**src/rtl/rdma_mem_pkg.sv**
```systemverilog
// --------------------------------------------------
// Memory side types of the send-queue front end.
// Address and length widths and the request struct
// driven on the local memory read and write ports.
// --------------------------------------------------
package rdma_mem_pkg;

  // Virtual address and transfer length widths
  localparam int VADDR_BITS = 48;
  localparam int LEN_BITS = 28;

  // Queue pair tag carried back with each request
  localparam int MEM_QPN_BITS = 10;

  // One local memory request, read or write
  typedef struct packed {
    logic [VADDR_BITS-1:0]   vaddr;
    logic [LEN_BITS-1:0]     len;
    logic                    host;
    logic [MEM_QPN_BITS-1:0] qpn;
  } mem_req_t;

endpackage

```
**src/rtl/rdma_cmd_pkg.sv**
```systemverilog
// --------------------------------------------------
// User side types of the send-queue front end.
// Opcodes, the send-queue command and the completion
// acknowledgement returned to the user.
// --------------------------------------------------
package rdma_cmd_pkg;

  import rdma_mem_pkg::*;

  // Queue pair number width
  localparam int QPN_BITS = 10;

  // Command opcodes
  typedef enum logic [3:0] {
    OP_RDMA_WRITE = 4'h0,
    OP_RDMA_READ  = 4'h1,
    // Not handled by this front end, answered with a NAK
    OP_SEND       = 4'h2
  } rdma_opcode_e;

  // One send-queue command
  typedef struct packed {
    rdma_opcode_e          opcode;
    logic [QPN_BITS-1:0]   qpn;
    // Host memory when set, card memory otherwise
    logic                  host;
    logic [VADDR_BITS-1:0] laddr;
    logic [LEN_BITS-1:0]   len;
  } sq_cmd_t;

  // Completion for one command
  typedef struct packed {
    logic [QPN_BITS-1:0] qpn;
    logic                is_nak;
  } rdma_ack_t;

endpackage

```
**src/rtl/sq_admit.sv**
```systemverilog
// --------------------------------------------------
// Admission stage for the send queue.
// Counts commands in flight and holds back new ones
// once max_outstanding acks are still pending.
// --------------------------------------------------
module sq_admit import rdma_cmd_pkg::*; #(
  parameter int unsigned max_outstanding = 4
) (
  input  logic    nclk,
  input  logic    nresetn,
  // Command queue from the user
  input  logic    sq_valid,
  input  sq_cmd_t sq_data,
  output logic    sq_ready,
  // Admitted commands
  output logic    out_valid,
  output sq_cmd_t out_data,
  input  logic    out_ready,
  // Ack channel, observed only
  input  logic    ack_valid,
  input  logic    ack_ready
);

  localparam int cnt_bits = $clog2(max_outstanding + 1);
  localparam logic [cnt_bits-1:0] cnt_max = cnt_bits'(max_outstanding);

  logic [cnt_bits-1:0] count;
  logic                admit_ok;
  logic                cmd_fire;
  logic                ack_fire;

  assign admit_ok = count < cnt_max;

  // Both halves of the handshake gated by the credit check
  assign out_valid = sq_valid & admit_ok;
  assign sq_ready  = out_ready & admit_ok;
  assign out_data  = sq_data;

  assign cmd_fire = sq_valid & sq_ready;
  assign ack_fire = ack_valid & ack_ready;

  always_ff @(posedge nclk) begin
    if (!nresetn) begin
      count <= '0;
    end else begin
      case ({cmd_fire, ack_fire})
        2'b10:   count <= count + 1'b1;
        2'b01:   count <= count - 1'b1;
        // Accept and retire together leave the count as is
        default: count <= count;
      endcase
    end
  end

endmodule

```
**src/rtl/sq_fifo.sv**
```systemverilog
// --------------------------------------------------
// Synchronous FIFO for admitted send-queue commands.
// Circular buffer of depth entries; a pushed entry
// is visible on the output one cycle after the push.
// --------------------------------------------------
module sq_fifo import rdma_cmd_pkg::*; #(
  parameter int unsigned depth = 4
) (
  input  logic    nclk,
  input  logic    nresetn,
  input  logic    in_valid,
  input  sq_cmd_t in_data,
  output logic    in_ready,
  output logic    out_valid,
  output sq_cmd_t out_data,
  input  logic    out_ready
);

  localparam int ptr_bits = (depth > 1) ? $clog2(depth) : 1;
  localparam int cnt_bits = $clog2(depth + 1);
  localparam logic [ptr_bits-1:0] ptr_last = ptr_bits'(depth - 1);
  localparam logic [cnt_bits-1:0] cnt_full = cnt_bits'(depth);

  sq_cmd_t             mem [depth];
  logic [ptr_bits-1:0] wr_ptr;
  logic [ptr_bits-1:0] rd_ptr;
  logic [cnt_bits-1:0] count;
  logic                push;
  logic                pop;

  assign in_ready  = count != cnt_full;
  assign out_valid = count != '0;
  assign out_data  = mem[rd_ptr];

  assign push = in_valid & in_ready;
  assign pop  = out_valid & out_ready;

  // Storage, no reset needed on payload
  always_ff @(posedge nclk) begin
    if (push) begin
      mem[wr_ptr] <= in_data;
    end
  end

  always_ff @(posedge nclk) begin
    if (!nresetn) begin
      wr_ptr <= '0;
      rd_ptr <= '0;
      count  <= '0;
    end else begin
      if (push) begin
        wr_ptr <= (wr_ptr == ptr_last) ? '0 : wr_ptr + 1'b1;
      end
      if (pop) begin
        rd_ptr <= (rd_ptr == ptr_last) ? '0 : rd_ptr + 1'b1;
      end
      if (push && !pop) begin
        count <= count + 1'b1;
      end else if (pop && !push) begin
        count <= count - 1'b1;
      end
    end
  end

endmodule

```
**src/rtl/rdma_req_engine.sv**
```systemverilog
// --------------------------------------------------
// Request engine of the send queue.
// Takes one command at a time, issues the local memory
// request it needs and then its completion ack.
// --------------------------------------------------
module rdma_req_engine import rdma_cmd_pkg::*, rdma_mem_pkg::*; (
  input  logic      nclk,
  input  logic      nresetn,
  // Commands from the FIFO
  input  logic      cmd_valid,
  input  sq_cmd_t   cmd_data,
  output logic      cmd_ready,
  // Local memory read, used by RDMA write
  output logic      mem_rd_valid,
  output mem_req_t  mem_rd_data,
  input  logic      mem_rd_ready,
  // Local memory write, used by RDMA read
  output logic      mem_wr_valid,
  output mem_req_t  mem_wr_data,
  input  logic      mem_wr_ready,
  // Completions
  output logic      ack_valid,
  output rdma_ack_t ack_data,
  input  logic      ack_ready
);

  typedef enum logic [1:0] {
    ST_IDLE,
    ST_MEM,
    ST_ACK
  } state_e;

  state_e    state;
  mem_req_t  req_q;
  rdma_ack_t ack_q;
  logic      sel_rd;
  logic      cmd_fire;
  logic      mem_fire;
  logic      cmd_ok;
  logic      cmd_is_wr;

  assign cmd_ready = state == ST_IDLE;
  assign cmd_fire  = cmd_valid & cmd_ready;

  // Decode of the incoming command
  assign cmd_is_wr = cmd_data.opcode == OP_RDMA_WRITE;
  assign cmd_ok = (cmd_is_wr || cmd_data.opcode == OP_RDMA_READ) && cmd_data.len != '0;

  assign mem_rd_valid = (state == ST_MEM) & sel_rd;
  assign mem_wr_valid = (state == ST_MEM) & ~sel_rd;
  assign mem_rd_data  = req_q;
  assign mem_wr_data  = req_q;
  assign mem_fire = sel_rd ? mem_rd_valid & mem_rd_ready : mem_wr_valid & mem_wr_ready;

  assign ack_valid = state == ST_ACK;
  assign ack_data  = ack_q;

  // Command capture
  always_ff @(posedge nclk) begin
    if (cmd_fire) begin
      req_q.vaddr   <= cmd_data.laddr;
      req_q.len     <= cmd_data.len;
      req_q.host    <= cmd_data.host;
      req_q.qpn     <= cmd_data.qpn;
      ack_q.qpn     <= cmd_data.qpn;
      ack_q.is_nak  <= ~cmd_ok;
      // An RDMA write pulls its payload from local memory
      sel_rd        <= cmd_is_wr;
    end
  end

  always_ff @(posedge nclk) begin
    if (!nresetn) begin
      state <= ST_IDLE;
    end else begin
      case (state)
        ST_IDLE: begin
          if (cmd_fire) begin
            state <= cmd_ok ? ST_MEM : ST_ACK;
          end
        end
        ST_MEM: begin
          if (mem_fire) begin
            state <= ST_ACK;
          end
        end
        ST_ACK: begin
          if (ack_ready) begin
            state <= ST_IDLE;
          end
        end
        default: state <= ST_IDLE;
      endcase
    end
  end

endmodule

```
**src/rtl/roce_cmd_top.sv**
```systemverilog
// --------------------------------------------------
// Send-queue front end top level.
// Chains admission, command FIFO and request engine;
// acks are fed back to admission to return credits.
// --------------------------------------------------
module roce_cmd_top import rdma_cmd_pkg::*, rdma_mem_pkg::*; #(
  parameter int unsigned max_outstanding = 4,
  parameter int unsigned fifo_depth = 4
) (
  input  logic      nclk,
  input  logic      nresetn,
  // User command queue
  input  logic      sq_valid,
  input  sq_cmd_t   sq_data,
  output logic      sq_ready,
  // Memory requests
  output logic      mem_rd_valid,
  output mem_req_t  mem_rd_data,
  input  logic      mem_rd_ready,
  output logic      mem_wr_valid,
  output mem_req_t  mem_wr_data,
  input  logic      mem_wr_ready,
  // Completions
  output logic      ack_valid,
  output rdma_ack_t ack_data,
  input  logic      ack_ready
);

  logic    admit_valid;
  sq_cmd_t admit_data;
  logic    admit_ready;
  logic    fifo_valid;
  sq_cmd_t fifo_data;
  logic    fifo_ready;

  sq_admit #(
    .max_outstanding(max_outstanding)
  ) u_sq_admit (
    .nclk      (nclk),
    .nresetn   (nresetn),
    .sq_valid  (sq_valid),
    .sq_data   (sq_data),
    .sq_ready  (sq_ready),
    .out_valid (admit_valid),
    .out_data  (admit_data),
    .out_ready (admit_ready),
    .ack_valid (ack_valid),
    .ack_ready (ack_ready)
  );

  sq_fifo #(
    .depth(fifo_depth)
  ) u_sq_fifo (
    .nclk      (nclk),
    .nresetn   (nresetn),
    .in_valid  (admit_valid),
    .in_data   (admit_data),
    .in_ready  (admit_ready),
    .out_valid (fifo_valid),
    .out_data  (fifo_data),
    .out_ready (fifo_ready)
  );

  rdma_req_engine u_rdma_req_engine (
    .nclk         (nclk),
    .nresetn      (nresetn),
    .cmd_valid    (fifo_valid),
    .cmd_data     (fifo_data),
    .cmd_ready    (fifo_ready),
    .mem_rd_valid (mem_rd_valid),
    .mem_rd_data  (mem_rd_data),
    .mem_rd_ready (mem_rd_ready),
    .mem_wr_valid (mem_wr_valid),
    .mem_wr_data  (mem_wr_data),
    .mem_wr_ready (mem_wr_ready),
    .ack_valid    (ack_valid),
    .ack_data     (ack_data),
    .ack_ready    (ack_ready)
  );

endmodule

```
**config.mk**
```make
export PLATFORM = sky130hd
export DESIGN_NAME = roce_cmd_top
export DESIGN_NICKNAME = d
export VERILOG_FILES = /design/src/rtl/rdma_mem_pkg.sv /design/src/rtl/rdma_cmd_pkg.sv /design/src/rtl/sq_admit.sv /design/src/rtl/sq_fifo.sv /design/src/rtl/rdma_req_engine.sv /design/src/rtl/roce_cmd_top.sv
export SDC_FILE = /design/constraint.sdc
export NUM_CORES = 1
export LEC_CHECK = 0
export ABC_AREA = 1
export BUFFER_PORTS_ARGS = -buffer_cell sky130_fd_sc_hd__buf_4
export CORE_AREA = 2 2 183 185
export DETAILED_ROUTE_END_ITERATION = 10
export DIE_AREA = 0 0 185 187
export HOLD_SLACK_MARGIN = 0.08
export PLACE_DENSITY_LB_ADDON = 0.15
export SLEW_MARGIN = 0
export SYNTH_ARGS = -nofsm -noshare
export SYNTH_HDL_FRONTEND = slang
export SYNTH_SLANG_ARGS = --single-unit
```
**constraint.sdc**
```tcl
create_clock -name nclk -period 6.9 [get_ports nclk]
set_input_delay 1.38 -clock nclk [delete_from_list [all_inputs] [get_ports nclk]]
set_output_delay 1.38 -clock nclk [all_outputs]
set_load 0.03 [all_outputs]
```
## Word-level counts from Yosys, hierarchy flattened

Memories as Yosys holds them, arrays and structs flattened. A register that Yosys moved wholly into a read port is not among the register bits.
Cells that the tools add are included.

| storage, ports and cells | value |
|---|---|
| input bits | 97 |
| word-level logic and storage cells | 70 |
| bits in writable memories | 364 |
| memories | 1 |
| flip-flop bits (word level) | 101 |
| output and inout bits | 189 |

| operators by class | value |
|---|---|
| eq/ne operators | 11 |
| multiplexer cells | 15 |
| reduce and logical (&&, ||, !) cells | 13 |
| bitwise operators | 12 |
| $add $sub $neg | 6 |
| magnitude comparators | 1 |

Memory list:

| name | depth | bits a word | rd ports | clocked after memory_dff | write ports | RTL line | source |
|---|---|---|---|---|---|---|---|
| u_sq_fifo.mem | 4 | 91 | 1 | 1 | 1 | sq_fifo.sv:24 | `sq_cmd_t mem [depth];` |

Operator list:

| operator | number |
|---|---|
| nonzero test 28 bit | 1 |
| two-way mux 2 bit | 8 |
| AND 1 bit | 10 |
| == test 2 bit (second input constant) | 4 |
| adder 3 x 1 -> 3 bit (second input constant) | 2 |
| two-way mux 3 bit | 2 |
| one-hot mux 2 bit (3 select lines) | 1 |
| one-hot mux 3 bit (2 select lines) | 1 |
| subtractor 3 x 1 -> 3 bit (second input constant) | 2 |
| adder 2 x 1 -> 2 bit (second input constant) | 2 |
| == test 2 x 1 -> 1 bit (second input constant) | 2 |
| == test 4 x 1 -> 1 bit (second input constant) | 1 |
| logical NOT 4 bit | 1 |
| != test 2 bit (second input constant) | 2 |
| nonzero test 2 bit | 2 |
| logical AND 1 bit | 3 |
| < comparator 3 bit (second input constant) | 1 |
| two-way mux 1 bit | 3 |
| != test 3 bit (second input constant) | 1 |
| AND reduction 3 bit | 1 |
| nonzero test 3 bit | 1 |
| logical NOT 1 bit | 2 |
| logical NOT 2 bit | 1 |
| != test 2 x 1 -> 1 bit (second input constant) | 1 |
| other kinds (2) | 3 |

## Depth between registers and ports, before layout

Gate-level depths: netlist (run 1).

| depth | value |
|---|---|
| depth after elaboration | 7 |
| mapped depth | 14 |
| gate-level depth less buffers | 12 |

## Cells and area by module

From an unflattened synthesis (run 1), not the netlist that was laid out.

| second synthesis, totals | value |
|---|---|
| cells, all modules | 1340 |
| area total of the unflattened synthesis | 18622.9 sq um |

By module, submodules not included:

| module | instances | area each (sq um) | sequential area each (sq um) | cells an instance |
|---|---|---|---|---|
| sq_fifo | 1 | 13975.9 | 11110.7 | 950 |
| rdma_req_engine | 1 | 3768.6 | 2712.6 | 269 |
| sq_admit | 1 | 878.3 | 60.1 | 121 |

## Worst setup path after synthesis (run 1)

Ideal clock, no wire load.

| timing path | value |
|---|---|
| path type | in2reg |
| start | input sq_valid |
| end | memory u_sq_fifo.mem[0][0] (netlist bit) (enable) |
| data arrival time | 5.421 ns |
| path buffers | 0 |
| data required time | 6.358 ns |
| path slack | 0.937 ns |
| library setup time | 0.542 ns |
| stages on the path | 2 |
| cells stage by stage | nand2_1 > nor2_1 |

| between the ends | value |
|---|---|
| longest elaborated chain between the ends | 4 |

Ends and longest elaborated chain:

| item | RTL line | source |
|---|---|---|
| start: declaration | roce_cmd_top.sv:13 | `input logic sq_valid,` |
| AND 1 bit | sq_admit.sv:35 | `assign out_valid = sq_valid & admit_ok;` |
| AND 1 bit | sq_fifo.sv:35 | `assign push = in_valid & in_ready;` |
| two-way mux 1 bit | sq_fifo.sv:40 | `if (push) begin` |
| two-way mux 1 bit (implied by the code) | sq_fifo.sv:41 | `mem[wr_ptr] <= in_data;` |
| end: declaration | sq_fifo.sv:24 |  |

No other way between the ends.

==> results by group, run 1 <==
Run status
  • Run status: completed

Yosys
  • Number of warnings printed during yosys synthesis: 0
  • Netlist Area Pre-Place: 0.01795 sq mm
  • Mapped Cells: 1,291
  • Leading post-synthesis cells by cell area: sky130_fd_sc_hd__edfxtp_1 (76%), sky130_fd_sc_hd__buf_4 (4.4%), sky130_fd_sc_hd__nand2_1 (3.8%), sky130_fd_sc_hd__o21ai_0 (3.6%), sky130_fd_sc_hd__nor2_1 (3.1%)
  • Register bit total from synthesis: 467
  • Unique masters post-synth: 28
  • Synthesized net count: 1,397
  • Number of synthesized flops with an enable pin: 453
  • Share of synthesized area occupied by flip-flops and latches: 77.36%
  • Synth area leader: sky130_fd_sc_hd__edfxtp_1
  • Portion of synthesized cell area occupied by the leading cell type: 75.79%
  • Most used flip-flop cell after synthesis: sky130_fd_sc_hd__edfxtp_1
  • Post-synth ARST share: 0%
  • Synthesized area divided by synthesized cell count: 13.90 sq um

STA
  • Hold Vio Cnt, Final: 0
  • Final setup skew: 0.02321 ns
  • WHS: 0.4766 ns
  • Remaining max-slew budget at the tightest pin: 24.88%
  • Final number of max-transition violations: 0
  • Share of the cycle needed by the critical path after routing: 46.39%
  • Setup repair after global routing missed its margin: false
  • Endpoints failing setup: 0
  • Final sum of negative setup slack: 0 ns
  • Min Tclk post-route: 3.201 ns
  • Worst Max-Slew Pin Slew: 1.127 ns
  • FMAX: 312.4 MHz

Floorplan
  • Number of standard-cell rows in the floorplan: 67
  • Core Footprint: 0.03286 sq mm
  • Ports: 286
  • Horizontal die dimension: 185 um
  • Vertical extent of the die: 187 um
  • Floorplan die area: 0.03460 sq mm
  • Initial standard-cell utilization of the core: 54.61%

Clock network
  • Clock latency reported for the late side of the worst-skew pair: 0.55 ns
  • CTS-repair resized insts: 0
  • Number of buffers created by CTS: 45
  • Clock-pin slew of the registers on the worst-case setup and hold paths: 0.06 ns
  • H-tree levels: 2
  • Hold-fix buffers at CTS: 0
  • TritonCTS clock tree: built
  • Buffers from clock root to sink, at most: 3
  • Number of sinks handled by clock tree synthesis: 467
  • Setup Buffers After CTS: 0
  • CTS root buf: sky130_fd_sc_hd__clkbuf_16

Final layout
  • Share of cells above drive strength 1: 24.36%
  • Area Growth Syn to Fin: 18.34%
  • End-of-flow core utilization: 64.63%
  • Final-stage net count: 1,585

Flow run
  • Number of maximum-capacitance violations: 0

Global route
  • Wire length of the first global-routing pass: 53,050 um
  • Vias in the first global route: 9,552
  • Global router's overall resource usage: 19.95%
  • Global route total overflow: 0
  • Number of antenna violations at the first check in global routing: 1
  • Pin count of the biggest net entering global routing: 106

Min path
  • Hold Path Cell Cnt: 2
  • End point of the worst hold path: u_sq_admit.count[2]
  • Worst hold path type: reg2reg
  • Hold path startpoint: u_sq_admit.count[2]

Detailed routing
  • Remaining number of nets flagged by the antenna check after routing: 0
  • First DRT Iteration DRCs: 750
  • Routed via count divided by cell count: 5.227
  • Remaining routing DRC violations: 0
  • Routed wirelength normalized by instance count: 17.91 um
  • Total detailed-routing wirelength: 35,180 um
  • DR pass1 iterations: 7
  • Number of vias in the routed layout: 10,266

Setup path
  • Maximum fanout count along the critical path: 94
  • Worst R2R End: u_rdma_req_engine.state[0]
  • Crit Path Category: reg2reg
  • Critical path endpoint category: flop
  • Critical path data arrival time: 3.65 ns
  • FF-to-FF path depth: 12
  • Crit path required time: 7.35 ns
  • Element type at the critical path start: flop
  • Worst reg2reg setup slack: 3.70 ns

Placement
  • RePlAce Congestion: 0.7390
  • Count of input and output buffers: 285
  • Post-DP HPWL: 19,240 um

Pwr
  • Highest ir drop seen on vdd: 322.1 uV
  • Power density normalized to cell area: 492.2 mW/mm^2
  • Leakage: 7.909 nW
cell families after synthesis:
logic type / count (synthesis) / share of synthesized area, %
compound gates: 208 / 6.323
fa+ha+maj: 9 / 0.7111
buf+inv: 213 / 6.867
flops: 467 / 77.36
simple gates: 394 / 8.742
state kept, by name (all words and copies together), names as in the netlist, named ones only:
signal and flops:
u_sq_fifo.mem 364, u_sq_fifo.count 3, u_rdma_req_engine.sel_rd 1, u_sq_fifo.wr_ptr 2, u_rdma_req_engine.mem_rd_data 77, u_rdma_req_engine.ack_data 11, u_sq_admit.count 3, u_sq_fifo.rd_ptr 2
u_rdma_req_engine.state 2
through the flow:
stage,worst slack [ns],area [sq um],std cells,power (mW)
3_5_place_dp,3.214,19770,1880,8.125
5_1_grt,3.393,21240,1963,10.96
6_report,3.699,21240,1964,10.45
2_1_floorplan,0.9368,17950,1291,7.102
4_1_cts,3.634,21240,1963,10.55
3_3_place_gp,3.206,19770,1880,8.076
cell type report:
type                            instances  area (sq um)
Multi-Input combinational cell        611          2861
Clock buffer                           57          1214
Timing Repair Buffer                  298          2237
Sequential cell                       467         13890
Antenna cell                            1         2.502
Clock inverter                         26         252.7
Tap cell                              448         560.5
Fill cell                            2406         11620
Inverter                               56         219.0
worst max path at each step:
stage / startpoint / end / slack, ns / cells past startpoint
4_1_cts: flop / u_rdma_req_engine.state[0] / 3.63 / 12
5_1_grt: flop / u_rdma_req_engine.state[1] / 3.39 / 13
3_5_place_dp: sq_valid / u_sq_fifo.mem[2][57] / 3.21 / 5
2_1_floorplan: sq_valid / u_sq_fifo.mem[0][0] / 0.94 / 2
3_3_place_gp: sq_valid / u_sq_fifo.mem[2][74] / 3.21 / 5
6_report: flop / u_rdma_req_engine.state[0] / 3.70 / 12
power by group:
part           internal (mW)  switching [mW]  leakage, nW
Combinational           1.16            2.65         2.90
Clock                   1.43           0.985        0.709
Sequential              3.93           0.293         4.30
placed cells by master, fill, tap and decap left out, drive strengths merged:
cell	synthesis	routed
clkinv	1	20
o211a	1	1
edfxtp	453	453
clkbuf	32	57
a21oi	14	14
ha	7	7
nand3b	1	1
fa	2	2
dfxtp	14	14
nand2	182	182
or2	1	1
nor2	146	146
buf	125	298
nor3	2	2
inv	55	55
a2111oi	1	1
a211oi	1	1
nand4	2	2
diode	0	1
clkinvlp	0	2
bufinv	0	5
nand3	59	59
and3	1	1
o31ai	1	1
o22ai	59	59
o21ai	131	131
worst max-delay path, stage by stage, from the launching register on:
cell                      delay (ns)
sky130_fd_sc_hd__dfxtp_4        0.58
sky130_fd_sc_hd__inv_6          0.60
sky130_fd_sc_hd__buf_4          0.84
sky130_fd_sc_hd__nand2_1        0.12
sky130_fd_sc_hd__nand3_1        0.11
sky130_fd_sc_hd__nand2_1        0.08
sky130_fd_sc_hd__nand2_1        0.10
sky130_fd_sc_hd__nor2_1         0.08
sky130_fd_sc_hd__nand2_1        0.07
sky130_fd_sc_hd__nor2_1         0.03
sky130_fd_sc_hd__nand2_1        0.12
sky130_fd_sc_hd__nand3_1        0.11
sky130_fd_sc_hd__a21oi_1        0.15
Yosys cell counts, drive strengths merged, types with 7 or more instances:
| cell type | instances |
|---|---|
| nand3 | 59 |
| buf | 125 |
| nor2 | 146 |
| inv | 55 |
| nand2 | 182 |
| a21oi | 14 |
| clkbuf | 32 |
| ha | 7 |
| dfxtp | 14 |
| o21ai | 131 |
| o22ai | 59 |
| edfxtp | 453 |
metal layers:
| metal | track usage, % | vias up | wire, um |
|---|---|---|---|
| met2 | 31.71 | 325 | 16530 |
| li1 | - | 4899 | - |
| met3 | 4.731 | 49 | 2467 |
| met5 | 0 | - | 0 |
| met4 | 5.891 | 0 | 774 |
| met1 | 27.70 | 4993 | 15400 |
Note: power is estimated with default switching activity, not from simulation.
==> run 2: changes to the inputs <==
CORE_AREA = 2 2 191 193   (was 2 2 183 185)
DIE_AREA = 0 0 193 195   (was 0 0 185 187)
clock period = 2.7 ns   (was 6.9 ns; I/O delays follow)
==> results by group, run 2 (synthesis results as in run 1) <==
Final layout
  • Area occupied by registers: 0.01389 sq mm (about the same)
  • Top reg by flops: u_sq_fifo.mem
  • Multi-input combinational cell area: 0.002883 sq mm (+0.74%)
  • Fill cell instance count of the final layout: 2,721 (+13%)
  • Number of flip-flops under the largest register name: 364 (unchanged)
  • Leading cell type in the layout, fill and taps excluded: sky130_fd_sc_hd__edfxtp_1
  • Final instance area: 0.02152 sq mm (+1.3%)
  • Final-stage net count: 1,597 (+0.76%)
  • Antenna diode instance count: 0 (-1)
  • Share of cells above drive strength 1: 25.26% (+0.91 points)
  • Leading cell types in the layout, fill and taps excluded: sky130_fd_sc_hd__edfxtp_1 (453), sky130_fd_sc_hd__buf_4 (296), sky130_fd_sc_hd__nand2_1 (181), sky130_fd_sc_hd__nor2_1 (141), sky130_fd_sc_hd__o21ai_0 (130)
  • Area Growth Syn to Fin: 19.88%

Placement
  • Post-DP HPWL: 21,340 um (+11%)
  • RePlAce Congestion: 0.7458 (+0.92%)
  • Count of input and output buffers: 285 (unchanged)
  • Placed Instance Area: 0.02006 sq mm (+1.4%)

Global route
  • Global router's overall resource usage: 19.32% (-0.64 points)
  • Global route total overflow: 0 (unchanged)
  • Number of antenna violations at the first check in global routing: 1 (unchanged)
  • Wire length of the first global-routing pass: 55,580 um (+4.8%)
  • Vias in the first global route: 9,938 (+4.0%)
  • Pin count of the biggest net entering global routing: 103 (-2.8%)

Floorplan
  • Vertical extent of the die: 195 um (+4.3%)
  • Initial standard-cell utilization of the core: 50.70% (-3.9 points)
  • Ports: 286 (unchanged)
  • Number of standard-cell rows in the floorplan: 69 (+3.0%)
  • Core Footprint: 0.03540 sq mm (+7.7%)
  • Horizontal die dimension: 193 um (+4.3%)
  • Floorplan die area: 0.03764 sq mm (+8.8%)

Flow run
  • Number of maximum-capacitance violations: 0 (unchanged)

Clock network
  • Setup Buffers After CTS: 0 (unchanged)
  • H-tree levels: 2 (unchanged)
  • Number of buffers created by CTS: 46 (+2.2%)
  • Number of sinks handled by clock tree synthesis: 467 (unchanged)
  • CTS root buf: sky130_fd_sc_hd__clkbuf_16
  • Clock-pin slew of the registers on the worst-case setup and hold paths: 0.07 ns (about the same)
  • Buffers from clock root to sink, at most: 3 (unchanged)
  • Hold-fix buffers at CTS: 0 (unchanged)
  • Clock latency reported for the late side of the worst-skew pair: 0.55 ns (about the same)
  • CTS-repair resized insts: 0 (unchanged)
  • TritonCTS clock tree: built

STA
  • Final number of max-transition violations: 0 (unchanged)
  • Final sum of negative setup slack: 0 ns (unchanged)
  • Endpoints failing setup: 0 (unchanged)
  • Hold Vio Cnt, Final: 0 (unchanged)
  • Remaining max-slew budget at the tightest pin: 48.38% (+23 points)
  • Setup repair after global routing missed its margin: false
  • Share of the cycle needed by the critical path after routing: 77.56% (+31 points)
  • Min Tclk post-route: 2.094 ns (-1.106 ns)
  • Worst Max-Slew Pin Slew: 0.7744 ns (-0.3525 ns)
  • FMAX: 477.5 MHz (+53%)
  • Final setup skew: 0.01623 ns (-0.006973 ns)

Min path
  • Worst hold path type: in2reg
  • Hold Path Cell Cnt: 1 (-1)

Setup path
  • Crit path required time: 3.12 ns (-4.23 ns)
  • Maximum fanout count along the critical path: 101 (+7.4%)
  • FF-to-FF path depth: 11 (-1)
  • Crit Path Category: reg2reg
  • Critical path endpoint category: flop
  • Critical path data arrival time: 2.51 ns (-1.14 ns)
  • Element type at the critical path start: flop

Detailed routing
  • Routed via count divided by cell count: 5.140 (-1.7%)
  • Remaining routing DRC violations: 0 (unchanged)
  • First DRT Iteration DRCs: 727 (-3.1%)
  • Number of vias in the routed layout: 10,202 (-0.62%)
  • DR pass1 iterations: 5 (-2)
  • Total detailed-routing wirelength: 36,230 um (+3.0%)
  • Routed wirelength normalized by instance count: 18.25 um (+1.9%)
  • Remaining number of nets flagged by the antenna check after routing: 0 (unchanged)

Pwr
  • Power density normalized to cell area: 1254 mW/mm^2 (+150%)
  • Leakage: 8.009 nW (+1.3%)
  • Highest ir drop seen on vdd: 1034 uV (+220%)

Run status
  • Run status: completed
## run 2: layout make-up
cell class | count | share of cell area, %
Sequential cell | 467 | 64.57
Inverter | 56 | 1.023
Clock inverter | 21 | 1.093
Clock buffer | 60 | 5.693
Timing Repair Buffer | 309 | 11.54
Tap cell | 461 | 2.681
Multi-Input combinational cell | 611 | 13.40
## run 2: critical path: stages (launching register included)
cell and delay (ns):
sky130_fd_sc_hd__dfxtp_4 0.53, sky130_fd_sc_hd__inv_6 0.29, sky130_fd_sc_hd__nand2_1 0.16, sky130_fd_sc_hd__nand3_1 0.08
sky130_fd_sc_hd__nand2_1 0.10, sky130_fd_sc_hd__nand2_1 0.06, sky130_fd_sc_hd__nor2_1 0.16, sky130_fd_sc_hd__nand2_1 0.11
sky130_fd_sc_hd__nor2_1 0.15, sky130_fd_sc_hd__nand2_1 0.10, sky130_fd_sc_hd__nand3_1 0.10, sky130_fd_sc_hd__a21oi_1 0.07
## run 2: final timing paths
check | endpoint | slack, ns | from
setup reg to reg | u_rdma_req_engine.state[0] | 0.61 | flop
setup / recovery | u_rdma_req_engine.state[0] | 0.61 | flop
hold reg to reg | u_sq_fifo.count[0] | 0.48 | u_sq_fifo.count[0]
hold / removal | u_sq_fifo.mem[3][55] | 0.19 | sq_data[55]
## run 2: where the power goes
part | switching (mW) | internal [mW] | leakage [nW]
Combinational | 6.90 | 3.17 | 3.00
Sequential | 0.679 | 10.0 | 4.30
Clock | 2.54 | 3.67 | 0.709
## run 2: metal layers
metal / wire [um] / vias to the layer above / share of wire, % / global-route usage, %
met2: 17770 / 287 / 49 / 32.15
li1: - / 4910 / - / -
met4: 663 / 2 / 1.8 / 4.910
met5: 13 / - / 0.036 / 0
met1: 15380 / 4939 / 42 / 25.84
met3: 2407 / 64 / 6.6 / 4.367
## run 2: stage by stage
stage	utilization, %	cells	total power [mW]	setup WS, ns	hold slack, ns
after floorplan	-	1291	18.11	0.008460	0.4467
after global placement	56.66	1904	20.96	0.5820	0.4592
after CTS	60.78	1985	27.30	0.5654	0.1690
final	60.78	1985	26.99	0.6058	0.1928
after global routing	60.78	1985	28.43	0.3883	0.1682
after detailed placement	56.66	1904	21.05	0.5722	0.4747
==> run 3: changes to the inputs <==
CORE_AREA = 2 2 183 185   (was 2 2 191 193)
DIE_AREA = 0 0 185 187   (was 0 0 193 195)
clock period = 2 ns   (was 2.7 ns; I/O delays follow)
==> results by group, run 3 (synthesis results as in run 1) <==
Run status
  • Run status: completed

Clock network
  • Clock-pin slew of the registers on the worst-case setup and hold paths: 0.06 ns (about the same)
  • H-tree levels: 2 (unchanged)
  • TritonCTS clock tree: built
  • CTS root buf: sky130_fd_sc_hd__clkbuf_16
  • Number of sinks handled by clock tree synthesis: 467 (unchanged)
  • Number of buffers created by CTS: 48 (+4.3%)
  • Clock latency reported for the late side of the worst-skew pair: 0.55 ns (about the same)
  • Buffers from clock root to sink, at most: 3 (unchanged)
  • Setup Buffers After CTS: 0 (unchanged)

STA
  • Endpoints failing setup: 0 (unchanged)
  • Final number of max-transition violations: 0 (unchanged)
  • Final sum of negative setup slack: 0 ns (unchanged)
  • Setup repair after global routing missed its margin: false
  • Hold Vio Cnt, Final: 0 (unchanged)
  • Min Tclk post-route: 1.853 ns
  • Share of the cycle needed by the critical path after routing: 92.64%
  • Final setup skew: 0.02293 ns (+0.006699 ns)
  • Remaining max-slew budget at the tightest pin: 62.40% (+14 points)
  • Worst Max-Slew Pin Slew: 0.5640 ns (-0.2104 ns)
  • Worst setup slack after layout: 0.1472 ns (-0.4585 ns)
  • WHS: 0.1826 ns (-0.01022 ns)
  • FMAX: 539.7 MHz

Pwr
  • Cell internal pwr: 23.35 mW (+38%)
  • Power density normalized to cell area: 1650 mW/mm^2 (+32%)
  • Switching part of the total: 37.30% (-0.18 points)
  • Proportion of power drawn by flip-flops and latches: 39.1% (-0.6 points)
  • Switching power of the nets: 13.89 mW (+37%)
  • Leakage: 8.463 nW (+5.7%)
  • Highest ir drop seen on vdd: 1298 uV (+25%)
  • Fraction of power consumed by the clock network: 23.6% (+0.6 points)
  • Power share of the combinational group: 37.3% (about the same)

Detailed routing
  • Routed wirelength normalized by instance count: 17.85 um (-2.2%)
  • First DRT Iteration DRCs: 866 (+19%)
  • Remaining routing DRC violations: 0 (unchanged)
  • Remaining number of nets flagged by the antenna check after routing: 0 (unchanged)
  • Routed via count divided by cell count: 5.182 (+0.83%)
  • Number of vias in the routed layout: 10,758 (+5.4%)
  • Total detailed-routing wirelength: 37,060 um (+2.3%)
  • DR pass1 iterations: 5 (unchanged)

Setup path
  • Crit path required time: 1.60 ns (-1.52 ns)
  • Cell with the largest stage delay on the worst path: sky130_fd_sc_hd__dfxtp_1
  • Worst R2R End: u_sq_admit.count[2]
  • Cell class contributing the biggest share of worst-path delay: flip-flops
  • Maximum fanout count along the critical path: 5 (-95%)
  • Worst reg2reg setup slack: 0.17 ns (-0.44 ns)
  • Bufs and invs on worst path: 2 (+1)
  • Critical path data arrival time: 1.45 ns (-1.06 ns)
  • Delay of the slowest cell on the worst path: 0.41 ns (-0.12 ns)
  • FF-to-FF path depth: 10 (-1)
  • Crit Path Category: reg2out
  • Critical path endpoint category: primary output
  • CP cell instances: inv_1, nor3_2, buf_4
  • FF-to-FF Start: u_sq_fifo.count[0]
  • Element type at the critical path start: flop

Final layout
  • Top reg by flops: u_sq_fifo.mem
  • Area Growth Syn to Fin: 25.80%
  • Final-stage net count: 1,692 (+5.9%)
  • Number of flip-flops under the largest register name: 364 (unchanged)
  • Leading cell types in the layout, fill and taps excluded: sky130_fd_sc_hd__edfxtp_1 (453), sky130_fd_sc_hd__buf_4 (297), sky130_fd_sc_hd__nand2_1 (180), sky130_fd_sc_hd__nor2_1 (141), sky130_fd_sc_hd__o21ai_0 (127)
  • Leading cell type in the layout, fill and taps excluded: sky130_fd_sc_hd__edfxtp_1
  • Share of cells above drive strength 1: 24.18% (-1.1 points)

Placement
  • Post-DP HPWL: 20,520 um (-3.8%)
  • RePlAce Congestion: 0.7209 (-3.3%)
  • Count of input and output buffers: 285 (unchanged)
  • Dpl ws: 0.02767 ns (-0.5446 ns)

Global route
  • Global route total overflow: 0 (unchanged)
  • Wire length of the first global-routing pass: 57,030 um (+2.6%)
  • Number of antenna violations at the first check in global routing: 4 (+3)
  • Pin count of the biggest net entering global routing: 91 (-12%)
  • Global router's overall resource usage: 21.32% (+2.0 points)
  • Vias in the first global route: 10,666 (+7.3%)

Floorplan
  • Vertical extent of the die: 187 um (-4.1%)
  • Floorplan die area: 0.03460 sq mm (-8.1%)
  • Horizontal die dimension: 185 um (-4.1%)
  • Ports: 286 (unchanged)
  • Initial standard-cell utilization of the core: 54.61% (+3.9 points)
  • Number of standard-cell rows in the floorplan: 67 (-2.9%)
  • Core Footprint: 0.03286 sq mm (-7.2%)

Min path
  • Worst hold path type: in2reg
  • Hold Path Cell Cnt: 3 (+2)
  • Hold path startpoint: nresetn
  • End point of the worst hold path: u_sq_fifo.count[1]

Flow run
  • Number of maximum-capacitance violations: 0 (unchanged)
run 3: cell count changes in the layout (fill, tap and decap cells not counted), sizes merged:
cell / previous run / this run
dlygate4sd3: 0 / 91
clkinv: 16 / 23
inv: 54 / 53
buf: 309 / 311
clkinvlp: 2 / 1
diode: 0 / 3
clkbuf: 60 / 63
run 3: cell type report:
| type | count | area (sq um) |
|---|---|---|
| diodes | 3 | 7.507 |
| clock buffers | 63 | 1330 |
| clock inverters | 26 | 247.7 |
| fillers | 2291 | 10280 |
| inverters | 56 | 222.7 |
| multi-input cells | 611 | 2898 |
| flip-flops and latches | 467 | 13900 |
| well taps | 448 | 560.5 |
| repair buffers | 402 | 3412 |
run 3: timing repair:
item / 4_1_cts / 5_1_grt
hold endpoints to repair: 364 / 0
hold buffers: 91 / 0
gates resized for setup: 0 / 6
setup endpoints to repair: 0 / 35
run 3: through the flow:
stage                     std cells  cell area [sq um]  power (mW)  util, %
after floorplan                1291              18010       24.47        -
after global placement         1893              20060       28.27    61.06
after detailed placement       1893              20060       28.57    61.06
after CTS                      2073              22550       37.47    68.63
after global routing           2076              22580       39.05    68.70
final                          2076              22580       37.24    68.70
run 3: worst max path at each step:
stage | start | end | slack (ns) | depth (start not counted)
2_1_floorplan | u_sq_fifo.count[0] | u_sq_fifo.mem[0][0] | -0.68 | 4
3_3_place_gp | flop | u_rdma_req_engine.mem_rd_data[65] | 0.17 | 4
3_5_place_dp | flop | u_rdma_req_engine.mem_rd_data[66] | 0.03 | 4
4_1_cts | flop | u_rdma_req_engine.mem_rd_data[50] | 0.03 | 4
5_1_grt | u_sq_fifo.count[0] | u_sq_admit.count[2] | 0.003 | 10
6_report | u_rdma_req_engine.state[0] | mem_rd_valid | 0.15 | 3
run 3: per-layer routing:
| layer | part of all wire (%) | routed length, um | track usage [%] |
|---|---|---|---|
| met3 | 6.0 | 2239 | 3.894 |
| met1 | 43 | 15790 | 29.17 |
| met2 | 50 | 18480 | 35.75 |
| met4 | 1.5 | 538 | 5.189 |
| met5 | 0.035 | 13 | 0 |
run 3: power by group through the flow:
stage	logic, mW	clock network [mW]	registers (mW)
after CTS	14.0	8.90	14.6
after global routing	15.0	9.34	14.7
after global placement	13.6	0	14.7
after floorplan	8.04	0	16.4
final	13.9	8.78	14.6
after detailed placement	13.9	0	14.7
run 3: worst min-delay path, stage by stage:
cell and delay [ns]:
sky130_fd_sc_hd__buf_4 0.16, sky130_fd_sc_hd__o21ai_0 0.08, sky130_fd_sc_hd__nor2_1 0.04
